<file path="config.mk">
export PLATFORM = sky130hd
export DESIGN_NAME = uart_alu_top
export DESIGN_NICKNAME = d
export VERILOG_FILES = /design/src/uart_pkg.sv /design/src/alu_pkg.sv /design/src/uart_rx.sv /design/src/uart_tx.sv /design/src/byte_fifo.sv /design/src/alu.sv /design/src/alu_cmd_seq.sv /design/src/uart_alu_top.sv
export SDC_FILE = /design/constraint.sdc
export NUM_CORES = 1
export LEC_CHECK = 0
export BUFFER_PORTS_ARGS = -buffer_cell sky130_fd_sc_hd__buf_2
export CAP_MARGIN = 5
export CORE_MARGIN = 4
export CORE_UTILIZATION = 50
export CTS_CLUSTER_DIAMETER = 150
export DETAILED_ROUTE_END_ITERATION = 6
export PLACE_DENSITY = 0.67
export SETUP_SLACK_MARGIN = 0.02
export SLEW_MARGIN = 20
export SYNTH_ARGS = -nofsm -noshare
export SYNTH_HDL_FRONTEND = slang
export SYNTH_HIERARCHICAL = 1
export SYNTH_SLANG_ARGS = --single-unit
</file>
<file path="constraint.sdc">
create_clock -name i_clk -period 3.95 [get_ports i_clk]
set_input_delay 0.5925 -clock i_clk [delete_from_list [all_inputs] [get_ports i_clk]]
set_output_delay 0.5925 -clock i_clk [all_outputs]
set_load 0.01 [all_outputs]
</file>
<file path="src/uart_pkg.sv">
`default_nettype none

package uart_pkg;

    // Frame format, 8N1
    localparam int DATA_BITS = 8;
    localparam int SB_TICK   = 16;   // Oversampling ticks in the stop bit

    // Baud generator
    // 4 clocks per tick and 16 ticks per bit, so a bit is 64 clocks
    localparam int TICK_DIV = 4;

    // Byte FIFOs on both serial directions
    localparam int FIFO_DEPTH = 4;
    localparam int FIFO_AW    = 2;   // log2 of FIFO_DEPTH

    // FIFO status seen by the consumer side
    typedef struct packed {
        logic empty;   // Nothing to read
        logic full;    // Writes are dropped
    } fifo_stat_t;

endpackage

`default_nettype wire

</file>
<file path="src/alu_pkg.sv">
`default_nettype none

package alu_pkg;

    localparam int OPCODE_BITS = 6;

    // MIPS-style function codes
    localparam logic [OPCODE_BITS-1:0] OP_ADD = 6'h20;
    localparam logic [OPCODE_BITS-1:0] OP_SUB = 6'h22;
    localparam logic [OPCODE_BITS-1:0] OP_AND = 6'h24;
    localparam logic [OPCODE_BITS-1:0] OP_OR  = 6'h25;
    localparam logic [OPCODE_BITS-1:0] OP_XOR = 6'h26;
    localparam logic [OPCODE_BITS-1:0] OP_NOR = 6'h27;
    localparam logic [OPCODE_BITS-1:0] OP_SRA = 6'h03;   // A >>> B[2:0]
    localparam logic [OPCODE_BITS-1:0] OP_SRL = 6'h02;   // A >> B[2:0]

    // Decoded layout of the instruction word, LSB byte is operand A
    typedef struct packed {
        logic [7:0]             pad;      // Always zero
        logic [1:0]             rsv;      // Upper bits of the opcode byte, cleared
        logic [OPCODE_BITS-1:0] opcode;
        logic [7:0]             op_b;
        logic [7:0]             op_a;
    } inst_fields_t;

    // Same 32 bits seen as the bytes received over the serial line
    typedef union packed {
        logic [3:0][7:0] bytes;    // Byte index = arrival order
        inst_fields_t    fields;
    } inst_word_u;

endpackage

`default_nettype wire

</file>
<file path="src/uart_rx.sv">
`timescale 1ns/1ps
`default_nettype none

module uart_rx
    import uart_pkg::*;
(
    input  wire                  i_clk,
    input  wire                  i_rst,
    input  wire                  i_tick,   // 16x baud strobe
    input  wire                  i_rx,
    output logic [DATA_BITS-1:0] o_data,
    output logic                 o_done    // One cycle, data valid
);

    typedef enum logic [1:0] {
        RX_IDLE,
        RX_START,
        RX_DATA,
        RX_STOP
    } rx_state_t;

    typedef logic [$clog2(DATA_BITS)-1:0] bit_cnt_t;

    rx_state_t            state;
    logic [3:0]           tick_cnt;   // Ticks inside the current bit
    bit_cnt_t             bit_cnt;    // Data bits taken so far
    logic [DATA_BITS-1:0] shift;

    always_ff @(posedge i_clk) begin
        if (i_rst) begin
            state    <= RX_IDLE;
            tick_cnt <= '0;
            bit_cnt  <= '0;
            o_done   <= 1'b0;
        end else begin
            o_done <= 1'b0;
            case (state)
                RX_IDLE: begin
                    if (!i_rx) begin   // Start edge
                        state    <= RX_START;
                        tick_cnt <= '0;
                    end
                end
                RX_START: begin
                    if (i_tick) begin
                        if (tick_cnt == 4'd7) begin   // Middle of start bit
                            state    <= i_rx ? RX_IDLE : RX_DATA;   // Reject glitches
                            tick_cnt <= '0;
                            bit_cnt  <= '0;
                        end else begin
                            tick_cnt <= tick_cnt + 4'd1;
                        end
                    end
                end
                RX_DATA: begin
                    if (i_tick) begin
                        if (tick_cnt == 4'd15) begin   // Mid data bit, sampled below
                            tick_cnt <= '0;
                            if (bit_cnt == bit_cnt_t'(DATA_BITS - 1))
                                state <= RX_STOP;
                            else
                                bit_cnt <= bit_cnt + 1'b1;
                        end else begin
                            tick_cnt <= tick_cnt + 4'd1;
                        end
                    end
                end
                RX_STOP: begin
                    if (i_tick) begin
                        if (tick_cnt == 4'(SB_TICK - 1)) begin   // Mid stop bit
                            state  <= RX_IDLE;
                            o_done <= 1'b1;
                        end else begin
                            tick_cnt <= tick_cnt + 4'd1;
                        end
                    end
                end
                default: state <= RX_IDLE;
            endcase
        end
    end

    // LSB arrives first, so shift in from the top
    always_ff @(posedge i_clk) begin
        if (state == RX_DATA && i_tick && tick_cnt == 4'd15)
            shift <= {i_rx, shift[DATA_BITS-1:1]};
    end

    assign o_data = shift;

    // A frame lasts far longer than one cycle
    a_done_single : assert property (@(posedge i_clk) disable iff (i_rst)
        o_done |=> !o_done);

endmodule

`default_nettype wire

</file>
<file path="src/uart_tx.sv">
`timescale 1ns/1ps
`default_nettype none

module uart_tx
    import uart_pkg::*;
(
    input  wire                 i_clk,
    input  wire                 i_rst,
    input  wire                 i_tick,
    input  wire                 i_start,   // Load i_data and send a frame
    input  wire [DATA_BITS-1:0] i_data,
    output logic                o_tx,
    output logic                o_busy
);

    typedef enum logic [1:0] {
        TX_IDLE,
        TX_START,
        TX_DATA,
        TX_STOP
    } tx_state_t;

    typedef logic [$clog2(DATA_BITS)-1:0] bit_cnt_t;

    tx_state_t            state;
    logic [3:0]           tick_cnt;
    bit_cnt_t             bit_cnt;
    logic [DATA_BITS-1:0] shift;   // Bit 0 is on the line during TX_DATA

    always_ff @(posedge i_clk) begin
        if (i_rst) begin
            state    <= TX_IDLE;
            tick_cnt <= '0;
            bit_cnt  <= '0;
            o_tx     <= 1'b1;   // Line idles high
        end else begin
            case (state)
                TX_IDLE: begin
                    if (i_start) begin
                        state    <= TX_START;
                        tick_cnt <= '0;
                        o_tx     <= 1'b0;   // Start bit right away
                    end
                end
                TX_START: begin
                    if (i_tick) begin
                        if (tick_cnt == 4'd15) begin
                            state    <= TX_DATA;
                            tick_cnt <= '0;
                            bit_cnt  <= '0;
                            o_tx     <= shift[0];
                        end else begin
                            tick_cnt <= tick_cnt + 4'd1;
                        end
                    end
                end
                TX_DATA: begin
                    if (i_tick) begin
                        if (tick_cnt == 4'd15) begin
                            tick_cnt <= '0;
                            if (bit_cnt == bit_cnt_t'(DATA_BITS - 1)) begin
                                state <= TX_STOP;
                                o_tx  <= 1'b1;       // Stop bit
                            end else begin
                                bit_cnt <= bit_cnt + 1'b1;
                                o_tx    <= shift[1];   // Next bit before the shift lands
                            end
                        end else begin
                            tick_cnt <= tick_cnt + 4'd1;
                        end
                    end
                end
                TX_STOP: begin
                    if (i_tick) begin
                        if (tick_cnt == 4'(SB_TICK - 1))
                            state <= TX_IDLE;
                        else
                            tick_cnt <= tick_cnt + 4'd1;
                    end
                end
                default: state <= TX_IDLE;
            endcase
        end
    end

    // Payload shifter
    always_ff @(posedge i_clk) begin
        if (state == TX_IDLE && i_start)
            shift <= i_data;
        else if (state == TX_DATA && i_tick && tick_cnt == 4'd15)
            shift <= shift >> 1;
    end

    assign o_busy = (state != TX_IDLE);

    // Caller must wait for the frame in flight to finish
    a_no_start_busy : assert property (@(posedge i_clk) disable iff (i_rst)
        i_start |-> !o_busy);

endmodule

`default_nettype wire

</file>
<file path="src/byte_fifo.sv">
`timescale 1ns/1ps
`default_nettype none

module byte_fifo
    import uart_pkg::*;
(
    input  wire                  i_clk,
    input  wire                  i_rst,
    input  wire                  i_wr,
    input  wire [DATA_BITS-1:0]  i_wr_data,
    input  wire                  i_rd,        // Pops the head shown on o_rd_data
    output logic [DATA_BITS-1:0] o_rd_data,
    output fifo_stat_t           o_stat
);

    typedef logic [FIFO_AW:0] cnt_t;   // One extra bit to hold FIFO_DEPTH

    logic [DATA_BITS-1:0] mem [FIFO_DEPTH];
    logic [FIFO_AW-1:0]   wr_ptr;
    logic [FIFO_AW-1:0]   rd_ptr;
    cnt_t                 count;
    logic                 do_wr;
    logic                 do_rd;

    assign do_wr = i_wr && !o_stat.full;    // Overflow drops the byte
    assign do_rd = i_rd && !o_stat.empty;

    always_ff @(posedge i_clk) begin
        if (i_rst) begin
            wr_ptr <= '0;
            rd_ptr <= '0;
            count  <= '0;
        end else begin
            if (do_wr) wr_ptr <= wr_ptr + 1'b1;   // Wraps at depth
            if (do_rd) rd_ptr <= rd_ptr + 1'b1;
            case ({do_wr, do_rd})
                2'b10:   count <= count + 1'b1;
                2'b01:   count <= count - 1'b1;
                default: count <= count;        // Both or neither
            endcase
        end
    end

    always_ff @(posedge i_clk) begin
        if (do_wr) mem[wr_ptr] <= i_wr_data;
    end

    assign o_rd_data = mem[rd_ptr];   // Fall-through head
    assign o_stat    = '{empty: (count == '0), full: (count == cnt_t'(FIFO_DEPTH))};

    a_no_underflow : assert property (@(posedge i_clk) disable iff (i_rst)
        i_rd |-> !o_stat.empty);
    a_count_bound : assert property (@(posedge i_clk) disable iff (i_rst)
        count <= cnt_t'(FIFO_DEPTH));

endmodule

`default_nettype wire

</file>
<file path="src/alu.sv">
`timescale 1ns/1ps
`default_nettype none

module alu
    import uart_pkg::*;
    import alu_pkg::*;
(
    input  wire inst_word_u      i_inst,
    output logic [DATA_BITS-1:0] o_result
);

    logic [DATA_BITS-1:0] op_a;
    logic [DATA_BITS-1:0] op_b;
    logic [2:0]           shamt;   // Shifts use B modulo 8

    assign op_a  = i_inst.fields.op_a;
    assign op_b  = i_inst.fields.op_b;
    assign shamt = op_b[2:0];

    always_comb begin
        case (i_inst.fields.opcode)
            OP_ADD:  o_result = op_a + op_b;                // Wraps at 8 bits
            OP_SUB:  o_result = op_a - op_b;
            OP_AND:  o_result = op_a & op_b;
            OP_OR:   o_result = op_a | op_b;
            OP_XOR:  o_result = op_a ^ op_b;
            OP_NOR:  o_result = ~(op_a | op_b);
            OP_SRA:  o_result = $signed(op_a) >>> shamt;   // Sign fill
            OP_SRL:  o_result = op_a >> shamt;
            default: o_result = '0;                         // Unknown opcode
        endcase
    end

endmodule

`default_nettype wire

</file>
<file path="src/alu_cmd_seq.sv">
`timescale 1ns/1ps
`default_nettype none

module alu_cmd_seq
    import uart_pkg::*;
    import alu_pkg::*;
(
    input  wire                  i_clk,
    input  wire                  i_rst,
    input  wire fifo_stat_t      i_rx_stat,
    input  wire [DATA_BITS-1:0]  i_rx_data,   // Head of the receive FIFO
    input  wire fifo_stat_t      i_tx_stat,
    input  wire [DATA_BITS-1:0]  i_result,    // From the ALU, follows o_inst
    output logic                 o_rd,
    output inst_word_u           o_inst,
    output logic                 o_wr,
    output logic [DATA_BITS-1:0] o_wr_data
);

    logic [1:0]           byte_idx;    // 0 = A, 1 = B, 2 = opcode
    logic                 pending;     // Result not yet queued for transmit
    inst_word_u           shadow;      // Bytes collected so far
    inst_word_u           next_word;
    logic [DATA_BITS-1:0] in_byte;

    // Merge the byte being popped into the partial word
    always_comb begin
        in_byte = i_rx_data;
        if (byte_idx == 2'd2)   // Keep only the opcode bits
            in_byte = {{(DATA_BITS - OPCODE_BITS){1'b0}}, i_rx_data[OPCODE_BITS-1:0]};
        next_word                 = shadow;
        next_word.bytes[byte_idx] = in_byte;
        next_word.bytes[3]        = '0;   // Pad byte
    end

    assign o_rd      = !i_rx_stat.empty && !pending;   // Stall while a result waits
    assign o_wr      = pending && !i_tx_stat.full;
    assign o_wr_data = i_result;

    always_ff @(posedge i_clk) begin
        if (i_rst) begin
            byte_idx <= '0;
            pending  <= 1'b0;
            o_inst   <= '0;
        end else begin
            if (o_wr) pending <= 1'b0;
            if (o_rd) begin
                if (byte_idx == 2'd2) begin   // Command complete
                    byte_idx <= '0;
                    o_inst   <= next_word;
                    pending  <= 1'b1;
                end else begin
                    byte_idx <= byte_idx + 2'd1;
                end
            end
        end
    end

    // Partial word
    always_ff @(posedge i_clk) begin
        if (o_rd) shadow <= next_word;
    end

endmodule

`default_nettype wire

</file>
<file path="src/uart_alu_top.sv">
`timescale 1ns/1ps
`default_nettype none

module uart_alu_top
    import uart_pkg::*;
    import alu_pkg::*;
(
    input  wire                  i_clk,
    input  wire                  i_rst,
    input  wire                  i_rx,
    output logic                 o_tx,
    output inst_word_u           o_inst,
    output logic [DATA_BITS-1:0] o_result
);

    typedef logic [$clog2(TICK_DIV)-1:0] tick_cnt_t;

    tick_cnt_t            tick_cnt;
    logic                 tick;        // 16x baud strobe

    logic [DATA_BITS-1:0] rx_data;
    logic                 rx_done;
    logic [DATA_BITS-1:0] rx_head;
    fifo_stat_t           rx_stat;
    logic                 rx_rd;

    logic [DATA_BITS-1:0] tx_wr_data;
    logic                 tx_wr;
    logic [DATA_BITS-1:0] tx_head;
    fifo_stat_t           tx_stat;
    logic                 tx_start;    // Also pops u_tx_fifo
    logic                 tx_busy;

    // Baud tick divider
    always_ff @(posedge i_clk) begin
        if (i_rst)
            tick_cnt <= '0;
        else if (tick)
            tick_cnt <= '0;
        else
            tick_cnt <= tick_cnt + 1'b1;
    end

    assign tick = (tick_cnt == tick_cnt_t'(TICK_DIV - 1));

    uart_rx u_uart_rx (
        .i_clk  (i_clk),
        .i_rst  (i_rst),
        .i_tick (tick),
        .i_rx   (i_rx),
        .o_data (rx_data),
        .o_done (rx_done)
    );

    byte_fifo u_rx_fifo (
        .i_clk     (i_clk),
        .i_rst     (i_rst),
        .i_wr      (rx_done),
        .i_wr_data (rx_data),
        .i_rd      (rx_rd),
        .o_rd_data (rx_head),
        .o_stat    (rx_stat)
    );

    alu_cmd_seq u_alu_cmd_seq (
        .i_clk     (i_clk),
        .i_rst     (i_rst),
        .i_rx_stat (rx_stat),
        .i_rx_data (rx_head),
        .i_tx_stat (tx_stat),
        .i_result  (o_result),
        .o_rd      (rx_rd),
        .o_inst    (o_inst),
        .o_wr      (tx_wr),
        .o_wr_data (tx_wr_data)
    );

    alu u_alu (
        .i_inst   (o_inst),
        .o_result (o_result)
    );

    byte_fifo u_tx_fifo (
        .i_clk     (i_clk),
        .i_rst     (i_rst),
        .i_wr      (tx_wr),
        .i_wr_data (tx_wr_data),
        .i_rd      (tx_start),
        .o_rd_data (tx_head),
        .o_stat    (tx_stat)
    );

    // Busy rises the cycle after, so this is a single pulse
    assign tx_start = !tx_stat.empty && !tx_busy;

    uart_tx u_uart_tx (
        .i_clk   (i_clk),
        .i_rst   (i_rst),
        .i_tick  (tick),
        .i_start (tx_start),
        .i_data  (tx_head),
        .o_tx    (o_tx),
        .o_busy  (tx_busy)
    );

endmodule

`default_nettype wire

</file>
== Word-level counts from Yosys, hierarchy flattened ==
Memories as Yosys holds them, arrays and structs flattened. A register that Yosys moved wholly into a read port is not among the register bits.
Cells that the tools add are included.

* Flip-flop bits (word level): 103
* Bits in writable memories: 64
* Bits of input ports: 3
* Memories kept: 2
* Logic and storage cells: 212

{| class="wikitable"
|+ Memory list
! memory !! depth !! bits a word !! read ports !! clocked after memory_dff !! write ports !! RTL line !! source
|-
| u_rx_fifo.mem || 4 || 8 || 1 || 1 || 1 || byte_fifo.sv:18 || <nowiki>logic [DATA_BITS-1:0] mem [FIFO_DEPTH];</nowiki>
|-
| u_tx_fifo.mem || 4 || 8 || 1 || 1 || 1 || byte_fifo.sv:18 ||
|}

* Reduce and logical (&&, ||, !) cells: 41
* Bitwise logic cells: 6
* Order comparisons: 2
* Equality and inequality tests: 48
* Add/sub/neg operators: 16
* Shift-type cells: 2
* Multiplexer cells: 74

{| class="wikitable"
|+ Operators with widths
! operator !! count
|-
| one-hot mux 8 bit (8 select lines) || 1
|-
| two-way mux 4 bit || 12
|-
| two-way mux 2 bit || 22
|-
| == test 6 bit (second input constant) || 6
|-
| bitwise mux 32 bit || 1
|-
| two-way mux 8 bit || 4
|-
| two-way mux 3 bit || 10
|-
| != test 2 x 1 -> 1 bit (second input constant) || 12
|-
| one-hot mux 3 bit (2 select lines) || 4
|-
| != test 2 bit (second input constant) || 9
|-
| AND reduction 6 bit || 3
|-
| demux 8 bit (select 2 bit) || 1
|-
| == test 2 bit (second input constant) || 8
|-
| one-hot mux 2 bit (4 select lines) || 2
|-
| one-hot mux 4 bit (4 select lines) || 1
|-
| AND reduction 8 bit || 2
|-
| two-way mux 1 bit || 14
|-
| logical AND 1 bit || 13
|-
| adder 2 x 1 -> 2 bit (second input constant) || 6
|-
| adder 3 x 1 -> 3 bit (second input constant) || 4
|-
| == test 3 bit (second input constant) || 4
|-
| == test 6 x 2 -> 1 bit (second input constant) || 2
|-
| one-hot mux 4 bit (3 select lines) || 1
|-
| nonzero test 2 bit || 6
|-
| other kinds (26) || 41
|}

== Longest topological paths before layout ==
Gate-level depths: netlist of run 1.

* Depth after elaboration: 6
* Mapped depth: 13
* Depth with buffers taken out: 12

== Hierarchy ==
The synthesis of run 1 kept the hierarchy.

{| class="wikitable"
|+ By module, submodules not included
! module !! instances !! area an instance (um2) !! cells an instance !! sequential area each (um2)
|-
| byte_fifo || 2 || 1635.3 || 96 || 1141.1
|-
| alu_cmd_seq || 1 || 2001.9 || 166 || 1021.0
|-
| alu || 1 || 1365.1 || 181 || 0.0
|-
| uart_tx || 1 || 1014.7 || 100 || 440.4
|-
| uart_rx || 1 || 854.6 || 80 || 440.4
|-
| uart_alu_top || 1 || 78.8 || 6 || 40.0
|}

== Least setup slack after synthesis of run 1 ==
No wires, ideal clock.

* Path kind: flip-flop to output port
* Start point: reg u_alu_cmd_seq/o_inst[16] (netlist bit)
* End point: out o_result[6]
* Setup slack: 621 ps
* Stages on the path, launching flop included: 12
* Arrival: 2736 ps
* Data required time: 3357 ps
* Path through: dfxtp_1 > buf_6 > nor4b_4 > and2_1 > buf_4 > mux2_4 > fa_1 > nand2b_1 > a21oi_1 > o21a_1 > nor3_1 > o31ai_1

* Cells in the longest elaborated chain, start to end: 2
* Elaborated cells between the ends (all ways): 9
* Those cells by class: eq/ne: 8; mux: 1

{| class="wikitable"
|+ RTL lines
! element !! RTL line !! source
|-
| from (decl) || alu_cmd_seq.sv:15 || <nowiki>output inst_word_u o_inst,</nowiki>
|-
| from (signal assigned) || alu_cmd_seq.sv:50 || <nowiki>o_inst <= next_word;</nowiki>
|-
| == test 6 x 2 -> 1 bit / == test 6 bit (equally long branches) || alu.sv:21 || <nowiki>case (i_inst.fields.opcode)</nowiki>
|-
| one-hot mux 8 bit (8 select lines) (*) || alu.sv:21 ||
|-
| to (decl) || uart_alu_top.sv:13 || <nowiki>output logic [DATA_BITS-1:0] o_result</nowiki>
|}

Mark *: on every way between the ends. The rest lies on a longest branch, timed or not.

== Worst setup path after layout of run 1 ==
* Start point: reg u_alu_cmd_seq/o_inst[19] (netlist bit)
* End point: out o_result[6]

The elaborated chain is that of the path after synthesis.

==> results of run 1 <==
==> timing repair <==
item,in CTS,in global routing
pin swaps,0,1
setup endpoints to repair,2,3
gates resized for setup,2,4
gates cloned,0,0
endpoints found under the hold margin,0,0
==> cell type report <==
class,instances,area (um2)
Clock buffer,17,425
Clock inverter,15,146
Fill cell,1416,7260
Inverter,38,143
Multi-Input combinational cell,483,3950
Sequential cell,163,4230
Tap cell,220,275
Timing Repair Buffer,49,280
==> cells by family after synthesis <==
| family | count (synthesis) |
|---|---|
| xor gates and xnor gates | 25 |
| DFF | 163 |
| AOI/OAI and AO/OA | 108 |
| buffers and inverters | 86 |
| other | 1 |
| and+or+nand+nor | 213 |
| adders and majority gates | 49 |
| muxes | 80 |
==> metrics by stage <==
stage,setup WS (ps),cell area (um2),utilization (%),total power [uW]
after CTS,96.6,9420,56.4,3580
after detailed placement,428,8850,53.0,2000
final,222,9440,56.5,3550
after global routing,16.3,9440,56.5,3690
after global placement,554,8850,53.0,1990
after floorplan,621,8610,-,1980
==> worst register-to-register path, cell delays in order, from the launching register on <==
cell	delay [ps]
sky130_fd_sc_hd__dfxtp_1	340
sky130_fd_sc_hd__inv_1	110
sky130_fd_sc_hd__ha_1	260
sky130_fd_sc_hd__inv_1	80
sky130_fd_sc_hd__nor2_1	440
sky130_fd_sc_hd__o31ai_2	170
sky130_fd_sc_hd__inv_1	90
sky130_fd_sc_hd__ha_1	170
sky130_fd_sc_hd__inv_1	60
sky130_fd_sc_hd__fa_1	380
sky130_fd_sc_hd__xor2_1	160
sky130_fd_sc_hd__or3_1	320
sky130_fd_sc_hd__a21oi_1	180
==> cell usage after synthesis (all sizes together), types with 4 or more instances <==
library cell,instances,share of area [%]
a211oi,5,0.44
a21oi,35,2.1
a31oi,5,0.36
and2,12,0.87
and3,4,0.29
buf,38,3.5
clkbuf,10,0.47
dfxtp,67,16
edfxtp,96,34
ha,46,6.7
inv,38,1.7
mux2,25,3.3
mux2i,38,4.4
mux4,17,4.5
nand2,41,1.8
nand2b,60,4.4
nand3,7,0.47
nand4,4,0.29
nor2,37,1.6
nor3,11,0.87
nor3b,6,0.70
nor4,4,0.54
o211ai,4,0.35
o21ai,31,1.8
o31ai,4,0.47
or3,8,0.64
xnor2,17,1.8
xor2,8,0.82
==> path summary, 6_finish.rpt <==
path,start,slack [ps],depth (start not counted),to
setup / recovery,u_alu_cmd_seq/o_inst[19],220,10,o_result[6]
hold / removal,i_rx,390,1,u_uart_rx/o_data[7]
setup reg to reg,u_uart_tx/state[0],1100,12,u_tx_fifo/count[2]
hold reg to reg,tick_cnt[0],440,1,tick_cnt[0]
==> layer usage <==
metal	up-vias	part of all wire, %	track usage [%]
met1	2624	45	23.7
li1	2652	-	-
met3	16	3.3	3.28
met4	0	1.2	5.72
met2	102	50	30.1
met5	-	0	0
==> registers in the layout, summed over array words and instances (netlist names), 3 cells and up, named ones only <==
register,cells
u_tx_fifo/mem,32
u_alu_cmd_seq/o_inst,24
u_uart_rx/tick_cnt,4
u_alu_cmd_seq/shadow,16
u_uart_tx/shift,8
u_uart_tx/bit_cnt,3
u_rx_fifo/count,3
u_rx_fifo/mem,32
u_uart_tx/tick_cnt,4
u_uart_rx/bit_cnt,3
u_tx_fifo/count,3
u_uart_rx/o_data,8
==> power by group <==
| part | switching (uW) | internal, uW | total (uW) |
|---|---|---|---|
| registers | 10.6 | 1790 | 1800 |
| clock network | 698 | 883 | 1580 |
| logic | 99.7 | 65.8 | 166 |
==> impl_summary.log, run 1 <==
[metrics] vias in the first global route: 5,354
[metrics] Initial DRT Pass Iterations: 5
[metrics] Routed WL: 17.0 mm
[metrics] share of flip-flops with an asynchronous set or reset after synthesis: 0%
[metrics] run status: complete, no violations
[metrics] DP Cell Count: 953
[metrics] total half-perimeter wirelength after legalization and detailed placement: 12.1 mm
[metrics] setup fix buffers added after clock tree synthesis: 0
[metrics] hold_buf cts: 0
[metrics] placeable core region: 16,700 um2
[metrics] kind of start point of the critical path: register
[metrics] final hold violations: 0
[metrics] net count of the finished layout: 804
[metrics] Iter 0 DRT Violations: 410
[metrics] endpoint arrival time on the critical path: about 3100 ps
[metrics] Final setup viols: 0
[metrics] Max Cap Viol: 0
[metrics] critical path endpoint category: primary output
[metrics] Worst Path Max Fanout: 5
[metrics] num rows: 47
[metrics] die footprint: 19,300 um2
[metrics] register bit count reported by yosys: 163
[metrics] unrepaired setup endpoints after global routing: yes
[metrics] H-tree Lvls: 4
[metrics] most common library cell in the layout ignoring fill and taps: sky130_fd_sc_hd__edfxtp_1
[metrics] simple-gate area share of the yosys netlist: 14.8%
[metrics] worst skew pair latency: between 400 and 500 ps
[metrics] synthesized area: between 8000 and 9000 um2
[metrics] Bufs on Longest Clock Path: 2
[metrics] longest individual stage delay on the worst path: around 440 ps
[metrics] cells traversed along the worst timing path: nor4b_4 -> and2_1 -> mux2_4 -> fa_1 -> nand2b_1 -> a21oi_1 -> o21a_1 -> nor3_1 -> o31ai_4 -> buf_2
[metrics] most used flip-flop cell after synthesis: sky130_fd_sc_hd__edfxtp_1
[metrics] fraction of final layout cells sized beyond drive strength 1: 20.7%
[metrics] die extent in y: 139 um
[metrics] synth warn: 6
[metrics] Initial Util: 51.4%
[metrics] worst hold path class: input pin to register
[metrics] Final Critical Period: 3730 ps
[metrics] leakage power total: approximately 0.0034 uW
[metrics] Gate Count Post-Synth: 725
[metrics] RD Place Congestion: roughly 0.88
[metrics] final period utilization: between 90% and 100%
[metrics] number of clock sinks seen by CTS: 163
[metrics] Post-Synth Adder-Cell Area: 7.40%
[metrics] distinct cell type count after synthesis: 80
[metrics] category of cells accounting for the largest share of critical-path delay: simple AND/OR/NAND/NOR gates
[metrics] EDFF count, synth: 96
[metrics] Crit path buffers/inverters: 1
[metrics] worst ir drop on vdd: 0.376 mV
[metrics] post-synthesis compound-gate area fraction: 8.12%
[metrics] largest net degree at the start of global routing: slightly above 90
[metrics] critical path required time: 3360 ps
[metrics] master cell of the clock root buffer: sky130_fd_sc_hd__clkbuf_16
[metrics] setup_tns: 0 ps
[metrics] Least-Margin Pin Slew: 794 ps
[metrics] count of nets left with antenna violations after detail routing: 0
[metrics] main combinational cell family by area after synthesis: simple AND/OR/NAND/NOR gates
[metrics] Slew Viols, Final: 0
[metrics] vias per std cell: 5.48
[metrics] ports placed on the boundary: 44
[metrics] slowest cell on the critical path: sky130_fd_sc_hd__fa_1
[metrics] Die W: approximately 140 um
[metrics] critical path type: register to primary output
[metrics] tightest slew margin relative to the limit: 47.1%
[metrics] antenna violations before repair: 0
[metrics] clock edge transition at the registers on the reported setup and hold paths: 70 ps
[metrics] total track usage: 17.9%
[metrics] filler-free cell count of the finished design: 985
[metrics] power density normalized to cell area: 376 nW/um2
[metrics] DRC Markers: 0
[metrics] most frequent cells in the layout: sky130_fd_sc_hd__edfxtp_1 (96), sky130_fd_sc_hd__dfxtp_1 (66), sky130_fd_sc_hd__nand2b_1 (60)
[metrics] CTS Buf Count: 17
[metrics] area added between synthesis and finish: 9.98%
[metrics] final-layout worst hold slack: about 400 ps
[metrics] TritonCTS clock tree: yes
[metrics] wire length of the first global-routing pass: 27.9 mm
[metrics] Max Freq: 268 MHz
[metrics] sequential fraction of the synthesis area: 49.2%
[metrics] GR Overflow Total: 0
[metrics] synthesized-area fraction occupied by xor and xnor cells: 2.64%
[metrics] number of inserted diodes: 0
[metrics] input/output buffers: 35
[metrics] post-synthesis average cell area: roughly 12 um2
[metrics] number of vias in the routed layout: about 5,400
[metrics] average wire length per cell after detail routing: 17.2 um
[metrics] share of cell area taken by muxes after synthesis: 12.2%
[metrics] skew final: roughly 8.8 ps
Power figures use the tool's default switching activity.
==> run 2: changes to the inputs <==
--- a/config.mk
+++ b/config.mk
@@ -7,12 +7,13 @@
 export LEC_CHECK = 0
 export BUFFER_PORTS_ARGS = -buffer_cell sky130_fd_sc_hd__buf_2
 export CAP_MARGIN = 5
-export CORE_MARGIN = 4
 export CORE_UTILIZATION = 50
 export CTS_CLUSTER_DIAMETER = 150
 export DETAILED_ROUTE_END_ITERATION = 6
 export PLACE_DENSITY = 0.67
+export REMOVE_ABC_BUFFERS = 1
 export SETUP_SLACK_MARGIN = 0.02
+export SKIP_CTS_REPAIR_TIMING = 1
 export SLEW_MARGIN = 20
 export SYNTH_ARGS = -nofsm -noshare
 export SYNTH_HDL_FRONTEND = slang
==> impl_summary.log, run 2 (same netlist as run 1, synthesis figures left out) <==
[metrics] worst ir drop on vdd: 0.381 mV
[metrics] final period utilization: 93.7%
[metrics] die extent in y: 133 um
[metrics] filler-free cell count of the finished design: between 900 and 1,000
[metrics] die footprint: 17,700 um2
[metrics] GR Overflow Total: 0
[metrics] H-tree Lvls: 4
[metrics] run status: complete, no violations
[metrics] Place WS: ~490 ps
[metrics] most common library cell in the layout ignoring fill and taps: sky130_fd_sc_hd__edfxtp_1
[metrics] cells traversed along the worst timing path: nor4b_4 -> and2_4 -> mux2_4 -> fa_1 -> nand2b_1 -> a21oi_2 -> o21a_1 -> nor3_1 -> o31ai_2 -> buf_2
[metrics] CTS Buf Count: 17
[metrics] most frequent cells in the layout: sky130_fd_sc_hd__edfxtp_1 (96), sky130_fd_sc_hd__dfxtp_1 (66), sky130_fd_sc_hd__nand2b_1 (60)
[metrics] input/output buffers: 35
[metrics] power density normalized to cell area: 383 nW/um2
[metrics] area added between synthesis and finish: 10.3%
[metrics] internal power consumption: 2770 uW
[metrics] number of vias in the routed layout: between 5,000 and 6,000
[metrics] Crit path buffers/inverters: 1
[metrics] Bufs on Longest Clock Path: 2
[metrics] kind of start point of the critical path: register
[metrics] count of nets left with antenna violations after detail routing: 0
[metrics] Initial Util: 51.4%
[metrics] clock edge transition at the registers on the reported setup and hold paths: about 70 ps
[metrics] Switch Pwr: between 800 and 900 uW
[metrics] longest individual stage delay on the worst path: 420 ps
[metrics] Iter 0 DRT Violations: 289
[metrics] final-layout worst hold slack: 392 ps
[metrics] vias per std cell: 5.51
[metrics] largest net degree at the start of global routing: 92
[metrics] total half-perimeter wirelength after legalization and detailed placement: about 12 mm
[metrics] Initial DRT Pass Iterations: 4
[metrics] category of cells accounting for the largest share of critical-path delay: simple AND/OR/NAND/NOR gates
[metrics] skew final: 9.55 ps
[metrics] net count of the finished layout: about 800
[metrics] Die W: approximately 130 um
[metrics] DRC Markers: 0
[metrics] proportion of power drawn by combinational gates: around 4.5%
[metrics] number of clock sinks seen by CTS: 163
[metrics] ports placed on the boundary: 44
[metrics] wire length of the first global-routing pass: 27.6 mm
[metrics] Final Critical Period: 3700 ps
[metrics] Max Freq: about 270 MHz
[metrics] leakage power total: roughly 0.0034 uW
[metrics] Max Cap Viol: 0
[metrics] clock network fraction of total power: 45.9%
[metrics] critical path type: register to primary output
[metrics] setup_tns: 0 ps
[metrics] slowest cell on the critical path: sky130_fd_sc_hd__fa_1
[metrics] Worst Path Max Fanout: 6
[metrics] num rows: 47
[metrics] number of inserted diodes: 0
[metrics] unrepaired setup endpoints after global routing: yes
[metrics] critical path endpoint category: primary output
[metrics] Final setup viols: 0
[metrics] worst hold path class: input pin to register
[metrics] tightest slew margin relative to the limit: 47.5%
[metrics] DP Cell Count: 951
[metrics] placeable core region: 16,700 um2
[metrics] endpoint arrival time on the critical path: 3110 ps
[metrics] RD Place Congestion: approximately 0.84
[metrics] Least-Margin Pin Slew: about 800 ps
[metrics] Slew Viols, Final: 0
[metrics] final core utilization: 56.7%
[metrics] critical path required time: between 3000 and 4000 ps
[metrics] Reg power frac: roughly half
[metrics] final hold violations: 0
[metrics] master cell of the clock root buffer: sky130_fd_sc_hd__clkbuf_16
[metrics] TritonCTS clock tree: yes
[metrics] biggest regs: u_rx_fifo/mem: 32 flops, u_tx_fifo/mem: 32 flops, u_alu_cmd_seq/o_inst: 24 flops
[metrics] worst skew pair latency: 420 ps
[metrics] average wire length per cell after detail routing: ~17 um
[metrics] fraction of final layout cells sized beyond drive strength 1: 20.8%
[metrics] total track usage: a little over 20%
[metrics] Routed WL: about 17 mm
[metrics] antenna violations before repair: 0
[metrics] share of total power consumed by net switching: between 20% and 30%
[metrics] Final WS setup: 248 ps
[metrics] vias in the first global route: 5,332
run 2: path summary, 6_finish.rpt:
check / startpoint / end / slack [ps] / cells past startpoint
setup / recovery: u_alu_cmd_seq/o_inst[19] / o_result[6] / 250 / 10
hold / removal: i_rx / u_uart_rx/o_data[7] / 390 / 1
setup reg to reg: u_alu_cmd_seq/o_inst[19] / u_tx_fifo/mem[0][6] / 1080 / 10
hold reg to reg: tick_cnt[0] / tick_cnt[0] / 430 / 1
run 2: final cells by class:
class,instances,area [um2]
fillers,1391,7230
flip-flops and latches,163,4230
multi-input cells,483,3940
clock buffers,17,425
repair buffers,49,280
well taps,220,275
clock inverters,15,183
inverters,38,143
run 2: metal layers:
layer | share of wire (%) | GRT usage (%) | wire length [um] | up-vias
met3 | 3.4 | 3.91 | 569 | 13
met5 | 0 | 0 | 0 | -
met1 | 46 | 26.8 | 7840 | 2665
met2 | 49 | 33.7 | 8300 | 93
met4 | 0.92 | 5.49 | 156 | 0
li1 | - | - | - | 2656
run 2: power groups by stage:
stage          Clock, uW  Sequential (uW)  Combinational, uW
5_1_grt             1770             1800                181
3_5_place_dp           0             1840                164
3_3_place_gp           0             1840                155
6_report            1660             1800                164
2_1_floorplan          0             1840                117
4_1_cts             1700             1800                165
run 2: metrics by stage:
step                cell area, um2  power, uW
floorplan                     8280       1960
global placement              8820       1990
detailed placement            8830       2000
CTS                           9440       3660
global route                  9470       3760
finish                        9470       3630
==> run 3: changes to the inputs <==
--- a/config.mk
+++ b/config.mk
@@ -5,12 +5,13 @@
 export SDC_FILE = /design/constraint.sdc
 export NUM_CORES = 1
 export LEC_CHECK = 0
+export ABC_AREA = 1
 export BUFFER_PORTS_ARGS = -buffer_cell sky130_fd_sc_hd__buf_2
 export CAP_MARGIN = 5
 export CORE_UTILIZATION = 50
 export CTS_CLUSTER_DIAMETER = 150
 export DETAILED_ROUTE_END_ITERATION = 6
-export PLACE_DENSITY = 0.67
+export PLACE_DENSITY = 0.7
 export REMOVE_ABC_BUFFERS = 1
 export SETUP_SLACK_MARGIN = 0.02
 export SKIP_CTS_REPAIR_TIMING = 1
==> constraint.sdc (replaced) <==
create_clock -name i_clk -period 3.2 [get_ports i_clk]
set_input_delay 0.48 -clock i_clk [delete_from_list [all_inputs] [get_ports i_clk]]
set_output_delay 0.48 -clock i_clk [all_outputs]
set_load 0.01 [all_outputs]
==> impl_summary.log, run 3 <==
[metrics] run status: complete, no violations
[metrics] RD Place Congestion: 0.949
[metrics] final period utilization: 97.5%
[metrics] power density normalized to cell area: 483 nW/um2
[metrics] filler-free cell count of the finished design: 1,315
[metrics] endpoint arrival time on the critical path: 2640 ps
[metrics] num rows: 47
[metrics] worst skew pair latency: about 440 ps
[metrics] vias per std cell: about 5.2
[metrics] Final Critical Period: ~3100 ps
[metrics] critical path endpoint category: primary output
[metrics] overall power consumption: around 4800 uW
[metrics] placeable core region: approximately 17,000 um2
[metrics] kind of start point of the critical path: register
[metrics] die footprint: 17,900 um2
[metrics] Final setup viols: 0
[metrics] master cell of the clock root buffer: sky130_fd_sc_hd__clkbuf_16
[metrics] most common cell type on the critical path: sky130_fd_sc_hd__nand2_2
[metrics] number of inserted diodes: 0
[metrics] final hold violations: 0
[metrics] area added between synthesis and finish: 13.2%
[metrics] most frequent cells in the layout: sky130_fd_sc_hd__nand2_1 (266), sky130_fd_sc_hd__inv_1 (110), sky130_fd_sc_hd__nor2_1 (107)
[metrics] die extent in y: 134 um
[metrics] Initial DRT Pass Iterations: 5
[metrics] antenna violations before repair: 0
[metrics] net count of the finished layout: 1,134
[metrics] worst ir drop on vdd: 0.482 mV
[metrics] leakage power total: 0.00421 uW
[metrics] Routed WL: 19.3 mm
[metrics] Max Cap Viol: 0
[metrics] r2r worst-path depth: 17
[metrics] total track usage: between 20% and 30%
[metrics] r2r startpoint: u_alu_cmd_seq/o_inst[21]
[metrics] Crit path buffers/inverters: 3
[metrics] count of nets left with antenna violations after detail routing: 0
[metrics] category of cells accounting for the largest share of critical-path delay: simple AND/OR/NAND/NOR gates
[metrics] Crit. path cell count: 16
[metrics] total half-perimeter wirelength after legalization and detailed placement: 13.4 mm
[metrics] synth warn: 6
[metrics] slack of the worst reg-to-reg path: 610 ps
[metrics] DRC Markers: 0
[metrics] post-synthesis average cell area: 8.42 um2
[metrics] most common library cell in the layout ignoring fill and taps: sky130_fd_sc_hd__nand2_1
[metrics] Die W: ~130 um
[metrics] wire length of the first global-routing pass: 30.8 mm
[metrics] clock edge transition at the registers on the reported setup and hold paths: 80 ps
[metrics] unrepaired setup endpoints after global routing: yes
[metrics] synthesized area: 8690 um2
[metrics] Reg2Reg Capture Point: u_tx_fifo/mem[1][7]
[metrics] endpoint of the worst hold-timing path: u_uart_rx/o_data[7]
[metrics] Initial Util: 51.9%
[metrics] Slew Viols, Final: 0
[metrics] average wire length per cell after detail routing: 14.7 um
[metrics] critical path required time: 2720 ps
[metrics] critical path type: register to primary output
[metrics] Bufs on Longest Clock Path: 2
[metrics] Place WS: 199 ps
[metrics] skew final: roughly 12 ps
[metrics] vias in the first global route: between 6,000 and 7,000
[metrics] worst hold path class: input pin to register
[metrics] instance count along the most critical hold path: 1
[metrics] Iter 0 DRT Violations: 582
[metrics] GR Overflow Total: 0
[metrics] Least-Margin Pin Slew: 866 ps
[metrics] largest net degree at the start of global routing: 26
[metrics] Max Freq: 321 MHz
[metrics] number of clock sinks seen by CTS: 163
[metrics] CTS Buf Count: 17
[metrics] input/output buffers: 35
[metrics] fraction of final layout cells sized beyond drive strength 1: 17.4%
[metrics] Final WS setup: ~81 ps
[metrics] H-tree Lvls: 4
[metrics] hold path start: i_rx
[metrics] longest individual stage delay on the worst path: 360 ps
[metrics] TritonCTS clock tree: yes
[metrics] number of vias in the routed layout: 6,826
[metrics] slowest cell on the critical path: sky130_fd_sc_hd__dfxtp_4
[metrics] tightest slew margin relative to the limit: 42.1%
[metrics] ports placed on the boundary: 44
[metrics] DP Cell Count: 1,271
[metrics] Worst Path Max Fanout: 6
[metrics] cells traversed along the worst timing path: inv_1 -> nor2_4 -> nand3_4 -> inv_2 -> or2_1 -> xor2_1 -> ha_1 -> nand2_1 -> nand2_1 -> nand2_2 -> nand2_2 -> a21oi_2 -> nand3_1 -> nand3_1 -> nand2_2 -> buf_6
[metrics] Gate Count Post-Synth: 1,032
[metrics] biggest regs: u_rx_fifo/mem: 32 flops, u_tx_fifo/mem: 32 flops, u_alu_cmd_seq/o_inst: 24 flops
-- run 3: report_power, final --
part           switching (uW)  internal (uW)
logic                     284            137
clock network             955           1130
registers                28.7           2220
total                    1270           3480
-- run 3: layer usage --
metal  GRT usage (%)  part of all wire, %  up-vias
met2            35.9                   47      179
li1                -                    -     3465
met1            28.8                   46     3144
met4            9.66                  2.7        0
met5               0                    0        -
met3            4.42                  4.9       38
-- run 3: worst max path at each step --
stage	start	to	slack [ps]
floorplan	u_alu_cmd_seq/o_inst[9]	o_result[7]	260
global placement	u_alu_cmd_seq/o_inst[17]	o_result[4]	310
detailed placement	u_alu_cmd_seq/o_inst[17]	o_result[4]	200
CTS	u_alu_cmd_seq/o_inst[17]	o_result[4]	-300
global route	u_alu_cmd_seq/o_inst[9]	o_result[7]	-70
finish	u_alu_cmd_seq/o_inst[21]	o_result[7]	80
-- run 3: cell type report --
cell class / instances / area (um2)
multi-input cells: 713 / 3870
clock inverters: 15 / 186
inverters: 131 / 493
repair buffers: 56 / 352
flip-flops and latches: 163 / 4240
fillers: 1445 / 6920
clock buffers: 17 / 425
well taps: 220 / 275
-- run 3: worst register-to-register path: stages (launching register included) --
cell and delay [ps]:
sky130_fd_sc_hd__dfxtp_4 360, sky130_fd_sc_hd__inv_1 100, sky130_fd_sc_hd__nor2_4 60, sky130_fd_sc_hd__nand3_4 110, sky130_fd_sc_hd__inv_2 60, sky130_fd_sc_hd__or2_1 210
sky130_fd_sc_hd__xor2_1 150, sky130_fd_sc_hd__ha_1 350, sky130_fd_sc_hd__nand2_1 80, sky130_fd_sc_hd__nand2_1 70, sky130_fd_sc_hd__nand2_2 70, sky130_fd_sc_hd__nand2_2 70
sky130_fd_sc_hd__a21oi_2 100, sky130_fd_sc_hd__nand3_1 70, sky130_fd_sc_hd__nand3_1 110, sky130_fd_sc_hd__nand2_2 90, sky130_fd_sc_hd__buf_4 150, sky130_fd_sc_hd__buf_4 130
-- run 3: through the flow --
stage	area, um2	hold WS [ps]	TNS [ps]	util [%]
finish	9840	289	0	58.7
global route	9840	273	-100	58.7
CTS	9610	267	-1220	57.4
detailed placement	9000	424	0	53.7
global placement	9000	409	0	53.7
floorplan	8480	397	0	-
